===== src/book_pkg.sv =====
// Order book price-level table
// Shared sizes and types
package book_pkg;

  // Number of price levels held by one side of the book
  localparam int ENTRIES_N = 8;

  // Field widths
  localparam int KEY_BITS = 16;
  localparam int VOLUME_BITS = 16;

  // Price key and the volume resting at that price
  typedef logic [KEY_BITS-1:0] key_t;
  typedef logic [VOLUME_BITS-1:0] volume_t;

  // Count of valid entries, must reach ENTRIES_N itself
  typedef logic [$clog2(ENTRIES_N + 1)-1:0] listsize_t;

  // Table commands
  typedef enum logic [1:0] {
    // Drop every entry
    CMD_CLEAR   = 2'd0,
    // Insert a pair at its sorted position
    CMD_ADD     = 2'd1,
    // Remove the entry holding the key
    CMD_DELETE  = 2'd2,
    // Overwrite the volume of the entry holding the key
    CMD_REPLACE = 2'd3
  } cmd_t;

endpackage


===== src/book_cmd_if.sv =====
// Table command bundle
interface book_cmd_if;
  import book_pkg::*;

  // Command strobe, one command per cycle at most
  logic cmd_vld;
  // Opcode
  cmd_t cmd;
  // Price key the command acts on
  key_t key;
  // Volume, ignored by CLEAR and DELETE
  volume_t volume;

  // Producer side
  modport src (
    output cmd_vld, cmd, key, volume
  );

  // Consumer side
  modport dst (
    input cmd_vld, cmd, key, volume
  );

endinterface


===== src/book_lane_shift.sv =====
// Table payload lane
// Next value of every entry in one field
module book_lane_shift #(
  parameter type T_LANE = logic [15:0]
) (
  input  logic [book_pkg::ENTRIES_N-1:0]    i_shift_right,
  input  logic [book_pkg::ENTRIES_N-1:0]    i_shift_left,
  input  logic [book_pkg::ENTRIES_N-1:0]    i_insert,
  input  T_LANE                             i_new,
  input  T_LANE [book_pkg::ENTRIES_N-1:0]   i_cur,
  output T_LANE [book_pkg::ENTRIES_N-1:0]   o_nxt
);
  import book_pkg::*;

  for (genvar i = 0; i < ENTRIES_N; i++) begin : g_entry
    // Neighbour values, higher index ranks better
    T_LANE from_upper;
    T_LANE from_lower;

    // Top entry has nothing above it
    // Shift right there always comes with an insert
    if (i == ENTRIES_N - 1) begin : g_top
      assign from_upper = i_cur[i];
    end else begin : g_upper
      assign from_upper = i_cur[i+1];
    end

    // Bottom entry turns invalid on a shift up, so it keeps its old value
    if (i == 0) begin : g_bottom
      assign from_lower = i_cur[i];
    end else begin : g_lower
      assign from_lower = i_cur[i-1];
    end

    // Insert wins over the shift mask that also covers it
    assign o_nxt[i] = i_insert[i]      ? i_new :
                      i_shift_right[i] ? from_upper :
                      i_shift_left[i]  ? from_lower :
                      i_cur[i];
  end

endmodule


===== src/book_locate.sv =====
// Table update locator
// Command decode, key match and shift masks
module book_locate #(
  parameter bit P_IS_BID = 1'b1
) (
  book_cmd_if.dst                                    i_cmd,
  input  logic [book_pkg::ENTRIES_N-1:0]             i_cur_vld,
  input  book_pkg::key_t [book_pkg::ENTRIES_N-1:0]   i_cur_keys,
  input  book_pkg::listsize_t                        i_cur_size,
  output logic [book_pkg::ENTRIES_N-1:0]             o_shift_right,
  output logic [book_pkg::ENTRIES_N-1:0]             o_shift_left,
  output logic [book_pkg::ENTRIES_N-1:0]             o_insert_key,
  output logic [book_pkg::ENTRIES_N-1:0]             o_insert_vol,
  output logic [book_pkg::ENTRIES_N-1:0]             o_vld_nxt,
  output book_pkg::listsize_t                        o_size_nxt
);
  import book_pkg::*;

  // Decoded opcode, qualified by the strobe
  logic op_clr;
  logic op_add;
  logic op_del;
  logic op_rep;

  // One-hot position of the matching key
  logic [ENTRIES_N-1:0] match_sel;
  logic match_hit;

  // Entries that do not rank ahead of the command key
  logic [ENTRIES_N-1:0] not_better;
  logic [ENTRIES_N-1:0] add_right;
  logic [ENTRIES_N-1:0] add_ins;
  logic add_hit;
  logic [ENTRIES_N-1:0] del_left;

  // Masks after opcode gating
  logic [ENTRIES_N-1:0] mask_right;
  logic [ENTRIES_N-1:0] mask_left;
  logic [ENTRIES_N-1:0] mask_ins;
  logic list_full;

  // Inclusive mask from the highest set bit down to entry 0
  function automatic logic [ENTRIES_N-1:0] fill_down(input logic [ENTRIES_N-1:0] x);
    logic [ENTRIES_N-1:0] m;
    m[ENTRIES_N-1] = x[ENTRIES_N-1];
    for (int i = ENTRIES_N - 2; i >= 0; i--) begin
      m[i] = m[i+1] | x[i];
    end
    return m;
  endfunction

  assign op_clr = i_cmd.cmd_vld & (i_cmd.cmd == CMD_CLEAR);
  assign op_add = i_cmd.cmd_vld & (i_cmd.cmd == CMD_ADD);
  assign op_del = i_cmd.cmd_vld & (i_cmd.cmd == CMD_DELETE);
  assign op_rep = i_cmd.cmd_vld & (i_cmd.cmd == CMD_REPLACE);

  always_comb begin
    for (int i = 0; i < ENTRIES_N; i++) begin
      match_sel[i] = i_cur_vld[i] & (i_cur_keys[i] == i_cmd.key);
      // Empty slots never outrank a new key
      not_better[i] = ~i_cur_vld[i] |
                      (P_IS_BID ? (i_cur_keys[i] <= i_cmd.key) : (i_cur_keys[i] >= i_cmd.key));
    end
  end

  // Keys are unique, so at most one bit is set
  assign match_hit = |match_sel;

  // Sorted table makes not_better a run of low bits already
  assign add_right = fill_down(not_better);
  // Leading one of the run is the insertion point
  assign add_ins = add_right & ~(add_right >> 1);
  // Nothing set when the table is full and the key ranks last
  assign add_hit = |add_ins;

  // Entries from the match down move up by one
  assign del_left = fill_down(match_sel);

  assign mask_right = {ENTRIES_N{op_add}} & add_right;
  assign mask_left = {ENTRIES_N{op_del}} & del_left;
  assign mask_ins = {ENTRIES_N{op_add}} & add_ins;

  assign o_shift_right = mask_right;
  assign o_shift_left = mask_left;
  assign o_insert_key = mask_ins;
  // Volume also takes the new value at the match on REPLACE
  assign o_insert_vol = mask_ins | ({ENTRIES_N{op_rep}} & match_sel);

  // Validity moves with the payload
  always_comb begin
    if (op_clr) begin
      o_vld_nxt = '0;
    end else begin
      o_vld_nxt = (i_cur_vld & ~mask_right & ~mask_left) |
                  mask_ins |
                  (mask_right & ~mask_ins & (i_cur_vld >> 1)) |
                  (mask_left & (i_cur_vld << 1));
    end
  end

  // Bottom slot valid means every slot is valid
  assign list_full = i_cur_vld[0];

  always_comb begin
    if (op_clr) begin
      o_size_nxt = '0;
    end else if (op_add && add_hit && !list_full) begin
      o_size_nxt = i_cur_size + listsize_t'(1);
    end else if (op_del && match_hit) begin
      o_size_nxt = i_cur_size - listsize_t'(1);
    end else begin
      // Full ADD, missed DELETE, REPLACE or idle
      o_size_nxt = i_cur_size;
    end
  end

endmodule


===== src/book_store.sv =====
// Table state registers
// Current entries, size and top-of-book notify
module book_store (
  input  logic                                        clk,
  input  logic                                        i_reset,
  input  logic [book_pkg::ENTRIES_N-1:0]              i_vld_nxt,
  input  book_pkg::key_t [book_pkg::ENTRIES_N-1:0]    i_keys_nxt,
  input  book_pkg::volume_t [book_pkg::ENTRIES_N-1:0] i_volumes_nxt,
  input  book_pkg::listsize_t                         i_size_nxt,
  output logic [book_pkg::ENTRIES_N-1:0]              o_cur_vld,
  output book_pkg::key_t [book_pkg::ENTRIES_N-1:0]    o_cur_keys,
  output book_pkg::volume_t [book_pkg::ENTRIES_N-1:0] o_cur_volumes,
  output book_pkg::listsize_t                         o_cur_size,
  output logic                                        o_notify_vld,
  output book_pkg::key_t                              o_notify_key,
  output book_pkg::volume_t                           o_notify_volume
);
  import book_pkg::*;

  // Best entry index
  localparam int TOP = ENTRIES_N - 1;

  // Table state
  logic [ENTRIES_N-1:0] vld_r;
  key_t [ENTRIES_N-1:0] keys_r;
  volume_t [ENTRIES_N-1:0] volumes_r;
  listsize_t size_r;

  // Next top pair, zeroed when the top slot empties
  logic top_vld_nxt;
  key_t top_key_nxt;
  volume_t top_volume_nxt;
  logic top_chg;

  // Notify registers
  logic notify_vld_r;
  key_t notify_key_r;
  volume_t notify_volume_r;

  always_ff @(posedge clk) begin
    if (i_reset) begin
      vld_r <= '0;
      size_r <= '0;
    end else begin
      vld_r <= i_vld_nxt;
      size_r <= i_size_nxt;
    end
  end

  // Lanes hold unchanged entries, so load every cycle
  always_ff @(posedge clk) begin
    keys_r <= i_keys_nxt;
    volumes_r <= i_volumes_nxt;
  end

  assign top_vld_nxt = i_vld_nxt[TOP];
  assign top_key_nxt = top_vld_nxt ? i_keys_nxt[TOP] : '0;
  assign top_volume_nxt = top_vld_nxt ? i_volumes_nxt[TOP] : '0;

  // Stale payload in an empty top slot is not a change
  assign top_chg = (top_vld_nxt != vld_r[TOP]) |
                   (top_vld_nxt & ((i_keys_nxt[TOP] != keys_r[TOP]) |
                                   (i_volumes_nxt[TOP] != volumes_r[TOP])));

  always_ff @(posedge clk) begin
    if (i_reset) begin
      notify_vld_r <= 1'b0;
      notify_key_r <= '0;
      notify_volume_r <= '0;
    end else begin
      // One-cycle pulse per top change
      notify_vld_r <= top_chg;
      notify_key_r <= top_key_nxt;
      notify_volume_r <= top_volume_nxt;
    end
  end

  assign o_cur_vld = vld_r;
  assign o_cur_keys = keys_r;
  assign o_cur_volumes = volumes_r;
  assign o_cur_size = size_r;

  assign o_notify_vld = notify_vld_r;
  assign o_notify_key = notify_key_r;
  assign o_notify_volume = notify_volume_r;

endmodule


===== src/book_table.sv =====
// Sorted price-level table top
module book_table #(
  parameter bit P_IS_BID = 1'b1
) (
  input  logic                  clk,
  input  logic                  i_reset,
  input  logic                  i_cmd_vld,
  input  book_pkg::cmd_t        i_cmd,
  input  book_pkg::key_t        i_key,
  input  book_pkg::volume_t     i_volume,
  output book_pkg::listsize_t   o_list_size,
  output logic                  o_notify_vld,
  output book_pkg::key_t        o_notify_key,
  output book_pkg::volume_t     o_notify_volume
);
  import book_pkg::*;

  // Current state from the registers
  logic [ENTRIES_N-1:0] cur_vld;
  key_t [ENTRIES_N-1:0] cur_keys;
  volume_t [ENTRIES_N-1:0] cur_volumes;
  listsize_t cur_size;

  // Update masks
  logic [ENTRIES_N-1:0] shift_right;
  logic [ENTRIES_N-1:0] shift_left;
  logic [ENTRIES_N-1:0] insert_key;
  logic [ENTRIES_N-1:0] insert_vol;

  // Next state
  logic [ENTRIES_N-1:0] vld_nxt;
  key_t [ENTRIES_N-1:0] keys_nxt;
  volume_t [ENTRIES_N-1:0] volumes_nxt;
  listsize_t size_nxt;

  // Command bundle
  book_cmd_if u_cmd_if ();

  assign u_cmd_if.cmd_vld = i_cmd_vld;
  assign u_cmd_if.cmd = i_cmd;
  assign u_cmd_if.key = i_key;
  assign u_cmd_if.volume = i_volume;

  book_locate #(.P_IS_BID(P_IS_BID)) u_locate (
    .i_cmd         (u_cmd_if),
    .i_cur_vld     (cur_vld),
    .i_cur_keys    (cur_keys),
    .i_cur_size    (cur_size),
    .o_shift_right (shift_right),
    .o_shift_left  (shift_left),
    .o_insert_key  (insert_key),
    .o_insert_vol  (insert_vol),
    .o_vld_nxt     (vld_nxt),
    .o_size_nxt    (size_nxt)
  );

  book_lane_shift #(.T_LANE(key_t)) u_key_lane (
    .i_shift_right (shift_right),
    .i_shift_left  (shift_left),
    .i_insert      (insert_key),
    .i_new         (u_cmd_if.key),
    .i_cur         (cur_keys),
    .o_nxt         (keys_nxt)
  );

  book_lane_shift #(.T_LANE(volume_t)) u_vol_lane (
    .i_shift_right (shift_right),
    .i_shift_left  (shift_left),
    .i_insert      (insert_vol),
    .i_new         (u_cmd_if.volume),
    .i_cur         (cur_volumes),
    .o_nxt         (volumes_nxt)
  );

  book_store u_store (
    .clk             (clk),
    .i_reset         (i_reset),
    .i_vld_nxt       (vld_nxt),
    .i_keys_nxt      (keys_nxt),
    .i_volumes_nxt   (volumes_nxt),
    .i_size_nxt      (size_nxt),
    .o_cur_vld       (cur_vld),
    .o_cur_keys      (cur_keys),
    .o_cur_volumes   (cur_volumes),
    .o_cur_size      (cur_size),
    .o_notify_vld    (o_notify_vld),
    .o_notify_key    (o_notify_key),
    .o_notify_volume (o_notify_volume)
  );

  assign o_list_size = cur_size;

endmodule

===== config.mk =====
export PLATFORM = sky130hd
export DESIGN_NAME = book_table
export DESIGN_NICKNAME = d
export VERILOG_FILES = /design/src/book_pkg.sv /design/src/book_cmd_if.sv /design/src/book_lane_shift.sv /design/src/book_locate.sv /design/src/book_store.sv /design/src/book_table.sv
export SDC_FILE = /design/constraint.sdc
export NUM_CORES = 1
export LEC_CHECK = 0
export BUFFER_PORTS_ARGS = -buffer_cell sky130_fd_sc_hd__buf_2
export CORE_ASPECT_RATIO = 1.75
export CORE_MARGIN = 4
export CORE_UTILIZATION = 32
export CTS_CLUSTER_DIAMETER = 50
export CTS_CLUSTER_SIZE = 14
export DETAILED_ROUTE_END_ITERATION = 6
export PLACE_DENSITY = 0.54
export SLEW_MARGIN = 20
export SYNTH_ARGS = -nofsm -noshare
export SYNTH_HDL_FRONTEND = slang
export SYNTH_SLANG_ARGS = --single-unit

===== constraint.sdc =====
create_clock -name clk -period 5.6 [get_ports clk]
set_clock_uncertainty 0.15 [all_clocks]
set_input_delay 0.56 -clock clk [delete_from_list [all_inputs] [get_ports clk]]
set_output_delay 0.56 -clock clk [all_outputs]
set_load 0.01 [all_outputs]

After elaboration in Yosys (flattened, before gate mapping)

Index checks and enable logic that the tools add are counted.

Add/subtract/negate cells: 2
$lt $le $gt $ge: 8
Equal/unequal tests: 14
Muxes and demuxes: 49
Bitwise operators: 64
Reductions and logical operators: 24

Operators by type and width:

| operator              | count |
|---|---|
| $mux W16              | 46 |
| $eq A16 B16 Y1        | 8 |
| $le A16 B16 Y1        | 8 |
| $and A8 B8 Y8         | 9 |
| $reduce_bool A3 Y1    | 12 |
| $ne A16 B16 Y1        | 2 |
| $or A8 B8 Y8          | 4 |
| $not A8 Y8            | 3 |
| $or A1 B1 Y1          | 24 |
| $reduce_or A8 Y1      | 2 |
| $and A1 B1 Y1         | 13 |
| $not A1 Y1            | 9 |
| $and A8 B7 Y8         | 1 |
| $mux W4               | 2 |
| $mux W8               | 1 |
| $not A7 Y8            | 1 |
| $reduce_bool A2 Y1    | 3 |
| $add A4 B1 Y4 const B | 1 |
| $eq A2 B2 Y1 const B  | 2 |
| $reduce_or A2 Y1      | 2 |
| $sub A4 B1 Y4 const B | 1 |
| $logic_and A1 B1 Y1   | 3 |
| $eq A2 B1 Y1 const B  | 1 |
| $logic_not A2 Y1      | 1 |
| other kinds (2)       | 2 |

Register bits: 301
Input bits: 37
Output and inout bits: 37
Logic and storage cells: 183

Depth between registers and ports, before layout

Gate-level depths: netlist (run 1).

Depth after elaboration: 19
Depth in mapped cells: 15

By module

From an unflattened synthesis (run 1), not the netlist that was laid out.

Cells, all modules: 1866
Area, all modules: 18965.7 sq um

Modules (own cells, without submodules):

| module          | times used | cells an instance | area each (sq um) | seq. area each (sq um) |
|---|---|---|---|---|
| book_lane_shift | 2          | 498               | 4300.4            | 0.0 |
| book_store      | 1          | 398               | 6711.4            | 6025.8 |
| book_locate     | 1          | 472               | 3653.5            | 0.0 |

Least setup slack after synthesis (run 1)

No wires, ideal clock.

Path kind: input to register
Start: input i_key[15]
End: register u_store.volumes_r, in the netlist u_store.o_cur_volumes[0] (enable)
Library setup time: 465 ps
Arrival time: 3883 ps
Path slack: 1102 ps
Stages: 13
Cell sequence: clkbuf_1 inv_1 ha_1 nand4_2 or4_1 a21oi_2 o31a_2 buf_6 nand4_4 buf_6 or3_4 o21ai_0 o21ai_0

Cells in the longest elaborated chain, start to end: 13
Elaborated cells on any way between the ends: 32

RTL lines:

| what                                              | line                                 | text |
|---|---|---|
| from (decl)                                       | book_table.sv:9                      | `input book_pkg::key_t i_key,` |
| $le A16 B16 Y1                                    | book_locate.sv:62                    | `(P_IS_BID ? (i_cur_keys[i] <= i_cmd.key) : (i_cur_keys[i] >= i_cmd.key));` |
| $or A1 B1 Y1                                      | book_locate.sv:61                    | `not_better[i] = ~i_cur_vld[i] \|` |
| $or A1 B1 Y1 (6 in series)                        | book_locate.sv:47                    | `m[i] = m[i+1] \| x[i];` |
| $or A1 B1 Y1 / $not A7 Y8 (equally long branches) | book_locate.sv:47, book_locate.sv:72 |  |
| $and A8 B8 Y8                                     | book_locate.sv:72                    | `assign add_ins = add_right & ~(add_right >> 1);` |
| $and A8 B8 Y8                                     | book_locate.sv:81                    | `assign mask_ins = {ENTRIES_N{op_add}} & add_ins;` |
| $or A8 B8 Y8                                      | book_locate.sv:87                    | `assign o_insert_vol = mask_ins \| ({ENTRIES_N{op_rep}} & match_sel);` |
| $reduce_bool A2 Y1 (no source line) *             | n/a                                  |  |
| to (signal assigned)                              | book_store.sv:53                     | `volumes_r <= i_volumes_nxt;` |
| to (decl)                                         | book_store.sv:26                     | `volume_t [ENTRIES_N-1:0] volumes_r;` |

Every way passes the cells marked *; elsewhere a longest branch is shown, timed or not.
A chain may end at the register's enable or synchronous reset.

==> results of run 1 <==
logic make-up (layout without fill, tap and decap cells):
family / count (synthesis) / after routing / share of synthesized area (%)
AND/OR/NAND/NOR: 502 / 502 / 12.7
buffers and inverters: 170 / 253 / 3.81
multiplexers: 177 / 177 / 10.5
XOR/XNOR: 26 / 26 / 1.26
other: 0 / 1 / 0
AO/OA/AOI/OAI: 474 / 474 / 16.7
flip-flops: 301 / 301 / 45.9
adder cells (fa/ha/maj): 131 / 131 / 9.15
per-layer routing:
metal / wire (um) / track usage (%) / share of wire [%] / up-vias
met1: 23600 / 22.6 / 35 / 7221
met5: 7 / 0 / 0.010 / -
met3: 3520 / 2.66 / 5.1 / 258
met4: 5660 / 15.3 / 8.3 / 2
met2: 35500 / 40.8 / 52 / 662
li1: - / - / - / 6776
cells in the mapped netlist, types with 12 or more instances:
cell type | n | share of area, %
a21o_1 | 22 | 0.92
a22oi_1 | 21 | 0.88
o21ai_0 | 75 | 2.1
a31oi_1 | 50 | 1.7
mux2_2 | 91 | 5.7
xor2_1 | 17 | 0.83
inv_1 | 53 | 1.1
dfxtp_1 | 77 | 8.6
and2_1 | 32 | 1.1
nor2_1 | 166 | 3.5
o22a_1 | 17 | 0.83
edfxtp_1 | 224 | 37
a21oi_1 | 143 | 4.0
buf_2 | 14 | 0.39
ha_1 | 130 | 9.0
nor2b_1 | 17 | 0.59
clkbuf_1 | 89 | 1.9
o22ai_1 | 61 | 2.1
nand2_1 | 184 | 3.8
mux2i_1 | 86 | 4.8
nand4_1 | 26 | 0.90
nor4_1 | 12 | 0.42
nand3_1 | 24 | 0.67
worst paths after layout:
check	start	end	slack [ns]
min	i_reset	u_store.o_notify_vld$_SDFF_PP0_	0.20
min reg2reg	u_store.o_cur_vld[4]$_SDFF_PP0_	u_store.o_cur_vld[4]$_SDFF_PP0_	0.37
max	u_store.o_cur_keys[108]$_DFFE_PP_	u_store.o_cur_volumes[4]$_DFFE_PP_	1.16
max reg2reg	u_store.o_cur_keys[108]$_DFFE_PP_	u_store.o_cur_volumes[4]$_DFFE_PP_	1.16
area by class of cell:
| cell class | count | area, um2 | share of cell area, % |
|---|---|---|---|
| multi-input combinational | 1310 | 9200 | 44.8 |
| antenna | 1 | 2.50 | 0.0122 |
| tap | 696 | 871 | 4.24 |
| clock buffer | 44 | 923 | 4.50 |
| clock inverter | 19 | 184 | 0.896 |
| timing repair buffer | 137 | 871 | 4.24 |
| sequential | 301 | 8270 | 40.3 |
| inverter | 53 | 199 | 0.969 |
sequential cells by signal (all words and copies together), names as in the netlist:
register                 count
u_store.o_cur_vld            8
u_store.o_cur_volumes      128
u_store.o_cur_size           4
u_store.o_notify_vld         1
u_store.o_notify_volume     16
u_store.o_notify_key        16
u_store.o_cur_keys         128
where the power goes:
group | internal (W) | switching, W | total (W)
sequential | 0.00253 | 0.000156 | 0.00269
combinational | 0.000346 | 0.000537 | 0.000883
clock | 0.00122 | 0.00105 | 0.00227
total | 0.00410 | 0.00174 | 0.00584
critical path, stage by stage (launching register included):
cell and delay, ns:
edfxtp_1 0.60, ha_1 0.38, nand4_1 0.22, nor4_1 0.84, nand2b_1 0.24, a41oi_2 0.15
nand4_4 0.27, nor4_1 0.10, o21ai_2 0.80, mux2_2 0.42
through the flow:
| step | worst slack (ns) | hold slack [ns] | cells | power, W | area (um2) |
|---|---|---|---|---|---|
| 2_1_floorplan | 1.10 | 0.321 | 1781 | 0.00325 | 18000 |
| 3_3_place_gp | 0.510 | 0.355 | 2497 | 0.00359 | 19400 |
| 3_5_place_dp | 0.474 | 0.368 | 2497 | 0.00361 | 19400 |
| 4_1_cts | 1.01 | 0.171 | 2560 | 0.00587 | 20500 |
| 5_1_grt | 1.05 | 0.183 | 2560 | 0.00605 | 20500 |
| 6_report | 1.16 | 0.196 | 2561 | 0.00584 | 20500 |
==> results.toml, run 1 <==
[floorplan]
die_area_um2 = 60300
die_w_um = 187
core_area_um2 = 55500
initial_utilization_pct = 32.4
pin_count = 74
fp.dieH_um = 322
core.rowCount = 114

[power]
p_leak_nw = 8.01
power_density_nw_per_um2 = 285
irDropWorstVdd_mv = 0.248

[synthesis]
synth_edf_count = 224
yosysUniqueCellTypes = 70
ys_warn_count = 0
ys.flop_type = "edfxtp_1"
netlist_area_um2 = 18000
synth_seq_cells = 301
syn_avg_cell_area_um2 = 10.1
ys_seq_area_share_pct = 45.9
async_flop_share_pct = 0
syn_inst = 1781
synth_fp_nets = 1949

[sta]
slew_violations = 0
finalSetupViolCount = 0
rsz0062_at_grt = "no"
fmax_ghz = 0.225
slew_headroom_pct = 28.1
worstMarginPinSlew_ns = 1.08
period_share_pct = 79.2
hold_viol_final = 0
setup-tns-final_ns = 0
finalCriticalPeriod_ns = 4.44

[clocking]
path_clk_slew_ns = 0.07
clock_latency_ns = 0.56
cts_tree = "built"
numCtsBuffers = 35
cts_setup_buffers = 0
cts_resized = 0
cts.sinks = 301
root_buffer = "clkbuf_16"
cts_hold_buf = 0
h-tree-depth = 2
clock_path_buffers = 3

[layout]
nets = 2006
layout_commonest_cell = "edfxtp_1"
final_cell_mix = "edfxtp_1 (224), nand2_1 (184), nor2_1 (163), a21oi_1 (141), ha_1 (130)"
layout-drive-gt1-share_pct = 17.4
syn_to_final_growth_pct = 14.0
utilization_pct = 37.0
n_fill_cell = 5480

[routing]
viasPerCell = 5.83
drt-pass1-iter-count = 5
drc_errors = 0
wl_per_cell_um = 26.7
route.vias.total = 14919
drtAntennaViolNets = 0
dr.first_iter.drc_count = 1269
wl_mm = 68.3

[grt]
overflow = 0
grt_start_max_net_pins = 40
grt_pass1_wl_mm = 99.5
grt.total_usage_pct = 21.8
grt_pass1_vias = 15413
antenna_found_initial = 2

[place]
gp_congestion = 0.953
port_buffers = 73
hpwl_mm = 50.6

[run_status]
status = "completed"

[critical_path]
cp.arrival_ns = 4.56
worstPathRequired_ns = 5.72
worstPathMaxFanout = 16
critical_path_class = "flip-flop to flip-flop"
end_kind = "flip-flop"
cp-start-kind = "flip-flop"
r2r_cells = 9

[flow_run]
cap_violations = 0

[min_path]
hp-class = "input port to flip-flop"
min_delay_path_depth = 3
(Power assumes the default switching activity.)
==> run 2, diff against run 1 <==
PLACE_DENSITY = 0.56   (was 0.54)
clock period = 3.55 ns   (was 5.6 ns; I/O delays follow)
==> run 2 against run 1 <==
- first-iteration DRC count fell by 22%
- via count increased by 0.97%
- die area unchanged
- critical path depth rose by 2
- clock power rose by 59%
- wire length is 3.3% lower
- maximum frequency is 27% higher
- count of clock-buffer cells in the layout up 3
- sequential power grew 56%
- non-clock buffer count is 196 higher
- combinational power grew 95%
- register-to-register slack got worse by 1.1 ns
- largest cell class unchanged
- highest routed layer is now met4
==> results.toml, run 2 (synthesis results as in run 1) <==
[run_status]
status = "completed"

[flow_run]
cap_violations = 0

[power]
seq_power_share_pct = 44.0
sw_frac_of_total_pct = 28.8
intPower_w = 0.00677
irDropWorstVdd_mv = 0.443
power_density_nw_per_um2 = 418
p_sw_w = 0.00274
power_frac_clock_pct = 37.9
p_leak_nw = 9.10
pwr-share-comb_pct = 18.1

[sta]
setup-tns-final_ns = 0
hold_viol_final = 0
finalCriticalPeriod_ns = 3.50
fmax_ghz = 0.286
worstMarginPinSlew_ns = 0.936
finalSetupViolCount = 0
slew_violations = 0
slew_headroom_pct = 37.6
period_share_pct = 98.6
rsz0062_at_grt = "yes"

[layout]
fin_cells = 2754
layout_commonest_cell = "edfxtp_1"
diodes = 0
syn_to_final_growth_pct = 26.5
final_cell_mix = "edfxtp_1 (224), buf_4 (220), nand2_1 (182), nor2_1 (162), a21oi_1 (140)"
utilization_pct = 41.0
nets = 2201
layout-drive-gt1-share_pct = 27.3

[grt]
overflow = 0
grt.total_usage_pct = 21.0
grt_start_max_net_pins = 34
grt_pass1_vias = 15798
grt_pass1_wl_mm = 96.4
antenna_found_initial = 2

[routing]
drc_errors = 0
viasPerCell = 5.47
drt-pass1-iter-count = 5
dr.first_iter.drc_count = 995
wl_mm = 66.1
route.vias.total = 15064
wl_per_cell_um = 24.0
drtAntennaViolNets = 0

[critical_path]
end_kind = "flip-flop"
r2r-end = "u_store.o_cur_keys[10]$_DFFE_PP_"
critical_path_class = "flip-flop to flip-flop"
regToRegSetupSlack_ns = 0.05
worstPathRequired_ns = 3.69
worstPathMaxFanout = 7
cp-start-kind = "flip-flop"
r2r_cells = 11
r2r_start = "u_store.o_cur_keys[127]$_DFF_P_"
cp.arrival_ns = 3.65

[place]
hpwl_mm = 52.0
port_buffers = 73
gp_congestion = 0.896
place_inst = 2684

[floorplan]
die_w_um = 187
fp.dieH_um = 322
core.rowCount = 114
pin_count = 74
die_area_um2 = 60300
core_area_um2 = 55500
initial_utilization_pct = 32.4

[clocking]
clock_latency_ns = 0.54
path_clk_slew_ns = 0.06
h-tree-depth = 2
clock_path_buffers = 3
cts_tree = "built"
cts.sinks = 301
root_buffer = "clkbuf_16"
numCtsBuffers = 34

[min_path]
hold_start = "i_volume[7]"
hp-class = "input port to flip-flop"
min_delay_path_depth = 3
min_to = "u_store.o_cur_volumes[119]$_DFF_P_"
run 2: cell types whose count changed in the layout (fill, tap and decap cells not counted), sizes merged, moves of 3 or more:
cell / change
buf: +194
clkbuf: +4
clkinv: -3
inv: -3
run 2: how the worst max path moves through the flow:
stage	from	end
global route	u_store.o_cur_keys[117]$_DFF_P_	u_store.o_notify_vld$_SDFF_PP0_
floorplan	i_key[13]	u_store.o_cur_keys[10]$_DFFE_PP_
finish	u_store.o_cur_keys[127]$_DFF_P_	u_store.o_cur_keys[10]$_DFFE_PP_
detailed placement	i_key[4]	u_store.o_cur_volumes[34]$_DFFE_PP_
CTS	u_store.o_cur_keys[127]$_DFF_P_	u_store.o_cur_volumes[45]$_DFFE_PP_
global placement	i_key[4]	u_store.o_cur_volumes[39]$_DFFE_PP_
run 2: area by class of cell:
class	count	area (um2)
fill	5344	32700
multi-input combinational	1310	9520
sequential	301	8270
timing repair buffer	333	2780
clock buffer	47	973
tap	696	871
inverter	53	235
clock inverter	14	125
run 2: routing by layer:
| layer | GRT usage, % | vias up | part of all wire [%] | routed length [um] |
|---|---|---|---|---|
| li1 | - | 7178 | - | - |
| met1 | 19.4 | 7288 | 33 | 21700 |
| met2 | 43.8 | 417 | 58 | 38200 |
| met3 | 1.75 | 181 | 2.8 | 1830 |
| met4 | 12.1 | 0 | 6.5 | 4310 |
| met5 | 0 | - | 0 | 0 |
run 2: critical path, cell delays in order, from the launching register on:
cell,delay (ns)
dfxtp_1,0.36
ha_4,0.31
nand4_4,0.12
or4_4,0.52
a21oi_4,0.18
o31a_4,0.18
nand4_4,0.16
or3_4,0.45
nor3b_4,0.20
buf_6,0.15
clkbuf_16,0.15
mux2_2,0.32
run 2: metrics by stage:
| stage | instance area (um2) | hold WS (ns) | total power, W | setup WS [ns] |
|---|---|---|---|---|
| final | 22800 | 0.0734 | 0.00951 | 0.0495 |
| after global routing | 22800 | 0.101 | 0.00986 | -0.101 |
| after detailed placement | 21400 | 0.368 | 0.00595 | -0.490 |
| after CTS | 22600 | 0.0564 | 0.00956 | -0.0189 |
| after floorplan | 18400 | 0.321 | 0.00518 | -0.114 |
| after global placement | 21400 | 0.348 | 0.00592 | -0.525 |
run 2: power by group through the flow:
| stage | registers (W) | clock network (W) | logic (W) |
|---|---|---|---|
| finish | 0.00419 | 0.00361 | 0.00172 |
| global route | 0.00421 | 0.00379 | 0.00186 |
| CTS | 0.00419 | 0.00368 | 0.00170 |
| detailed placement | 0.00427 | 0 | 0.00168 |
| global placement | 0.00426 | 0 | 0.00166 |
| floorplan | 0.00423 | 0 | 0.000944 |
run 2: timing repair:
| action | 4_1_cts | 5_1_grt |
|---|---|---|
| endpoints found under the setup margin | 142 | 161 |
| setup buffers | 0 | 7 |
| gates resized for setup | 9 | 24 |
| pin swaps | 1 | 3 |
| gates cloned | 0 | 1 |
| hold buffers | 1 | 0 |
| hold endpoints to repair | 1 | 0 |
==> run 3, diff against run 2 <==
CORE_ASPECT_RATIO = 1.1   (was 1.75)
CORE_UTILIZATION = 35   (was 32)
PLACE_DENSITY = 0.59   (was 0.56)
==> run 3 against run 2 <==
- clock power up 20%
- power up 7.5%
- critical path type unchanged
- the run now ends with setup timing left
- count of clock-buffer cells in the layout unchanged
- combinational power about the same
- setup slack worse by 0.052 ns
- hold slack worse by 0.058 ns
- sequential power about the same
==> results.toml, run 3 (synthesis results as in run 1) <==
[critical_path]
cp.arrival_ns = 3.73
cp-start-kind = "flip-flop"
critical_path_class = "flip-flop to flip-flop"
worstPathMaxFanout = 4
end_kind = "flip-flop"
worstPathRequired_ns = 3.73

[layout]
n_fill_cell = 4684
layout-drive-gt1-share_pct = 27.9
syn_to_final_growth_pct = 28.0
final_cell_mix = "edfxtp_1 (224), buf_4 (214), nand2_1 (182), nor2_1 (161), a21oi_1 (140)"
layout_commonest_cell = "edfxtp_1"
nets = 2206
diodes = 0
fin_cells = 2732

[flow_run]
cap_violations = 0

[place]
hpwl_mm = 44.9
port_buffers = 73
gp_congestion = 0.925
dpl_worst_slack_ns = -0.451
place_inst = 2636

[clocking]
numCtsBuffers = 42
root_buffer = "clkbuf_16"
clock_latency_ns = 0.58
cts.sinks = 301
h-tree-depth = 2
clock_path_buffers = 3
cts_tree = "built"
path_clk_slew_ns = 0.06

[routing]
dr.first_iter.drc_count = 1003
route.vias.total = 15024
wl_mm = 58.9
drt-pass1-iter-count = 5
viasPerCell = 5.50
drtAntennaViolNets = 0
drc_errors = 0
wl_per_cell_um = 21.5

[sta]
finalSetupViolCount = 1
fmax_ghz = 0.282
finalCriticalPeriod_ns = 3.55
hold_viol_final = 0
rsz0062_at_grt = "yes"
worstMarginPinSlew_ns = 0.777
setup_ws_ns = -0.00207
slew_violations = 0
period_share_pct = 100
slew_headroom_pct = 47.7

[run_status]
violations = "setup timing"
status = "complete, but fails checks"

[grt]
grt_pass1_wl_mm = 88.1
antenna_found_initial = 5
grt.total_usage_pct = 20.3
grt_pass1_vias = 15352
overflow = 0
grt_start_max_net_pins = 34

[floorplan]
die_area_um2 = 55100
core.rowCount = 86
pin_count = 74
core_area_um2 = 50500
fp.dieH_um = 246
initial_utilization_pct = 35.7
die_w_um = 224

[power]
irDropWorstVdd_mv = 0.461
power_density_nw_per_um2 = 444
p_leak_nw = 9.27

[min_path]
hp-class = "input port to flip-flop"
-- run 3: changes by cell type in the layout (fill, tap and decap cells not counted), moves of 3 or more --
cell,change
o22ai_1,-3
bufinv_16,+3
buf_4,-6
clkinv_1,+3
o22ai_2,+3
clkbuf_16,+8
inv_6,+4
inv_8,+3
clkbuf_1,-5
clkinv_8,+3
-- run 3: per-layer routing --
metal  global-route usage (%)  wire (um)  up-vias
met3                     3.72       3270      116
met5                        0         29        -
li1                         -          -     7201
met4                     7.05       2060        6
met2                     36.4      29500      430
met1                     24.5      24000     7271
-- run 3: critical path: stages (launching register included) --
cell,delay (ns)
edfxtp_1,0.40
ha_1,0.31
a21o_1,0.16
a21oi_1,0.13
nor2b_1,0.06
o31a_1,0.30
o41a_1,0.45
buf_4,0.16
a41oi_4,0.30
buf_4,0.19
clkbuf_16,0.13
mux2_2,0.32
mux2_2,0.26
-- run 3: through the flow --
| step | TNS, ns | power (W) | cell area, um2 | hold WS (ns) | util [%] |
|---|---|---|---|---|---|
| global route | -3.42 | 0.0106 | 23100 | 0.0194 | 45.7 |
| finish | -0.00207 | 0.0102 | 23100 | 0.0155 | 45.7 |
| detailed placement | -71.04 | 0.00590 | 21300 | 0.372 | 42.1 |
| CTS | 0 | 0.0103 | 22800 | 0.00265 | 45.1 |
| global placement | -65.85 | 0.00587 | 21300 | 0.359 | 42.1 |
| floorplan | -3.26 | 0.00518 | 18400 | 0.321 | - |
-- run 3: final cells by class --
class / count / area [um2] / share of cell area (%)
inverters: 53 / 231 / 1.00
repair buffers: 330 / 2810 / 12.2
flip-flops and latches: 301 / 8270 / 35.9
multi-input cells: 1310 / 9480 / 41.1
clock inverters: 31 / 359 / 1.56
clock buffers: 47 / 1080 / 4.68
well taps: 660 / 826 / 3.58
-- run 3: timing repair --
action / CTS / global route
buffers inserted: 2 / 10
resized for setup: 7 / 20
pin swaps: 1 / 5
endpoints found under the hold margin: 2 / 0
setup endpoints to repair: 119 / 157
hold buffers: 2 / 0
gates cloned: 0 / 4
-- run 3: power by group --
group | switching [W] | internal [W]
Clock | 0.00178 | 0.00256
Combinational | 0.000930 | 0.000772
Sequential | 0.000181 | 0.00400
Total | 0.00290 | 0.00733
-- run 3: final timing paths --
path | start | end | slack [ns] | cells past startpoint
worst max-delay path | u_store.o_cur_keys[69]$_DFFE_PP_ | u_store.o_cur_volumes[77]$_DFFE_PP_ | -0.002 | 12
worst min register to register | u_store.o_cur_vld[0]$_SDFF_PP0_ | u_store.o_cur_vld[0]$_SDFF_PP0_ | 0.38 | 2
worst min-delay path | i_volume[10] | u_store.o_cur_volumes[122]$_DFF_P_ | 0.02 | 3
worst max register to register | u_store.o_cur_keys[69]$_DFFE_PP_ | u_store.o_cur_volumes[77]$_DFFE_PP_ | -0.002 | 12
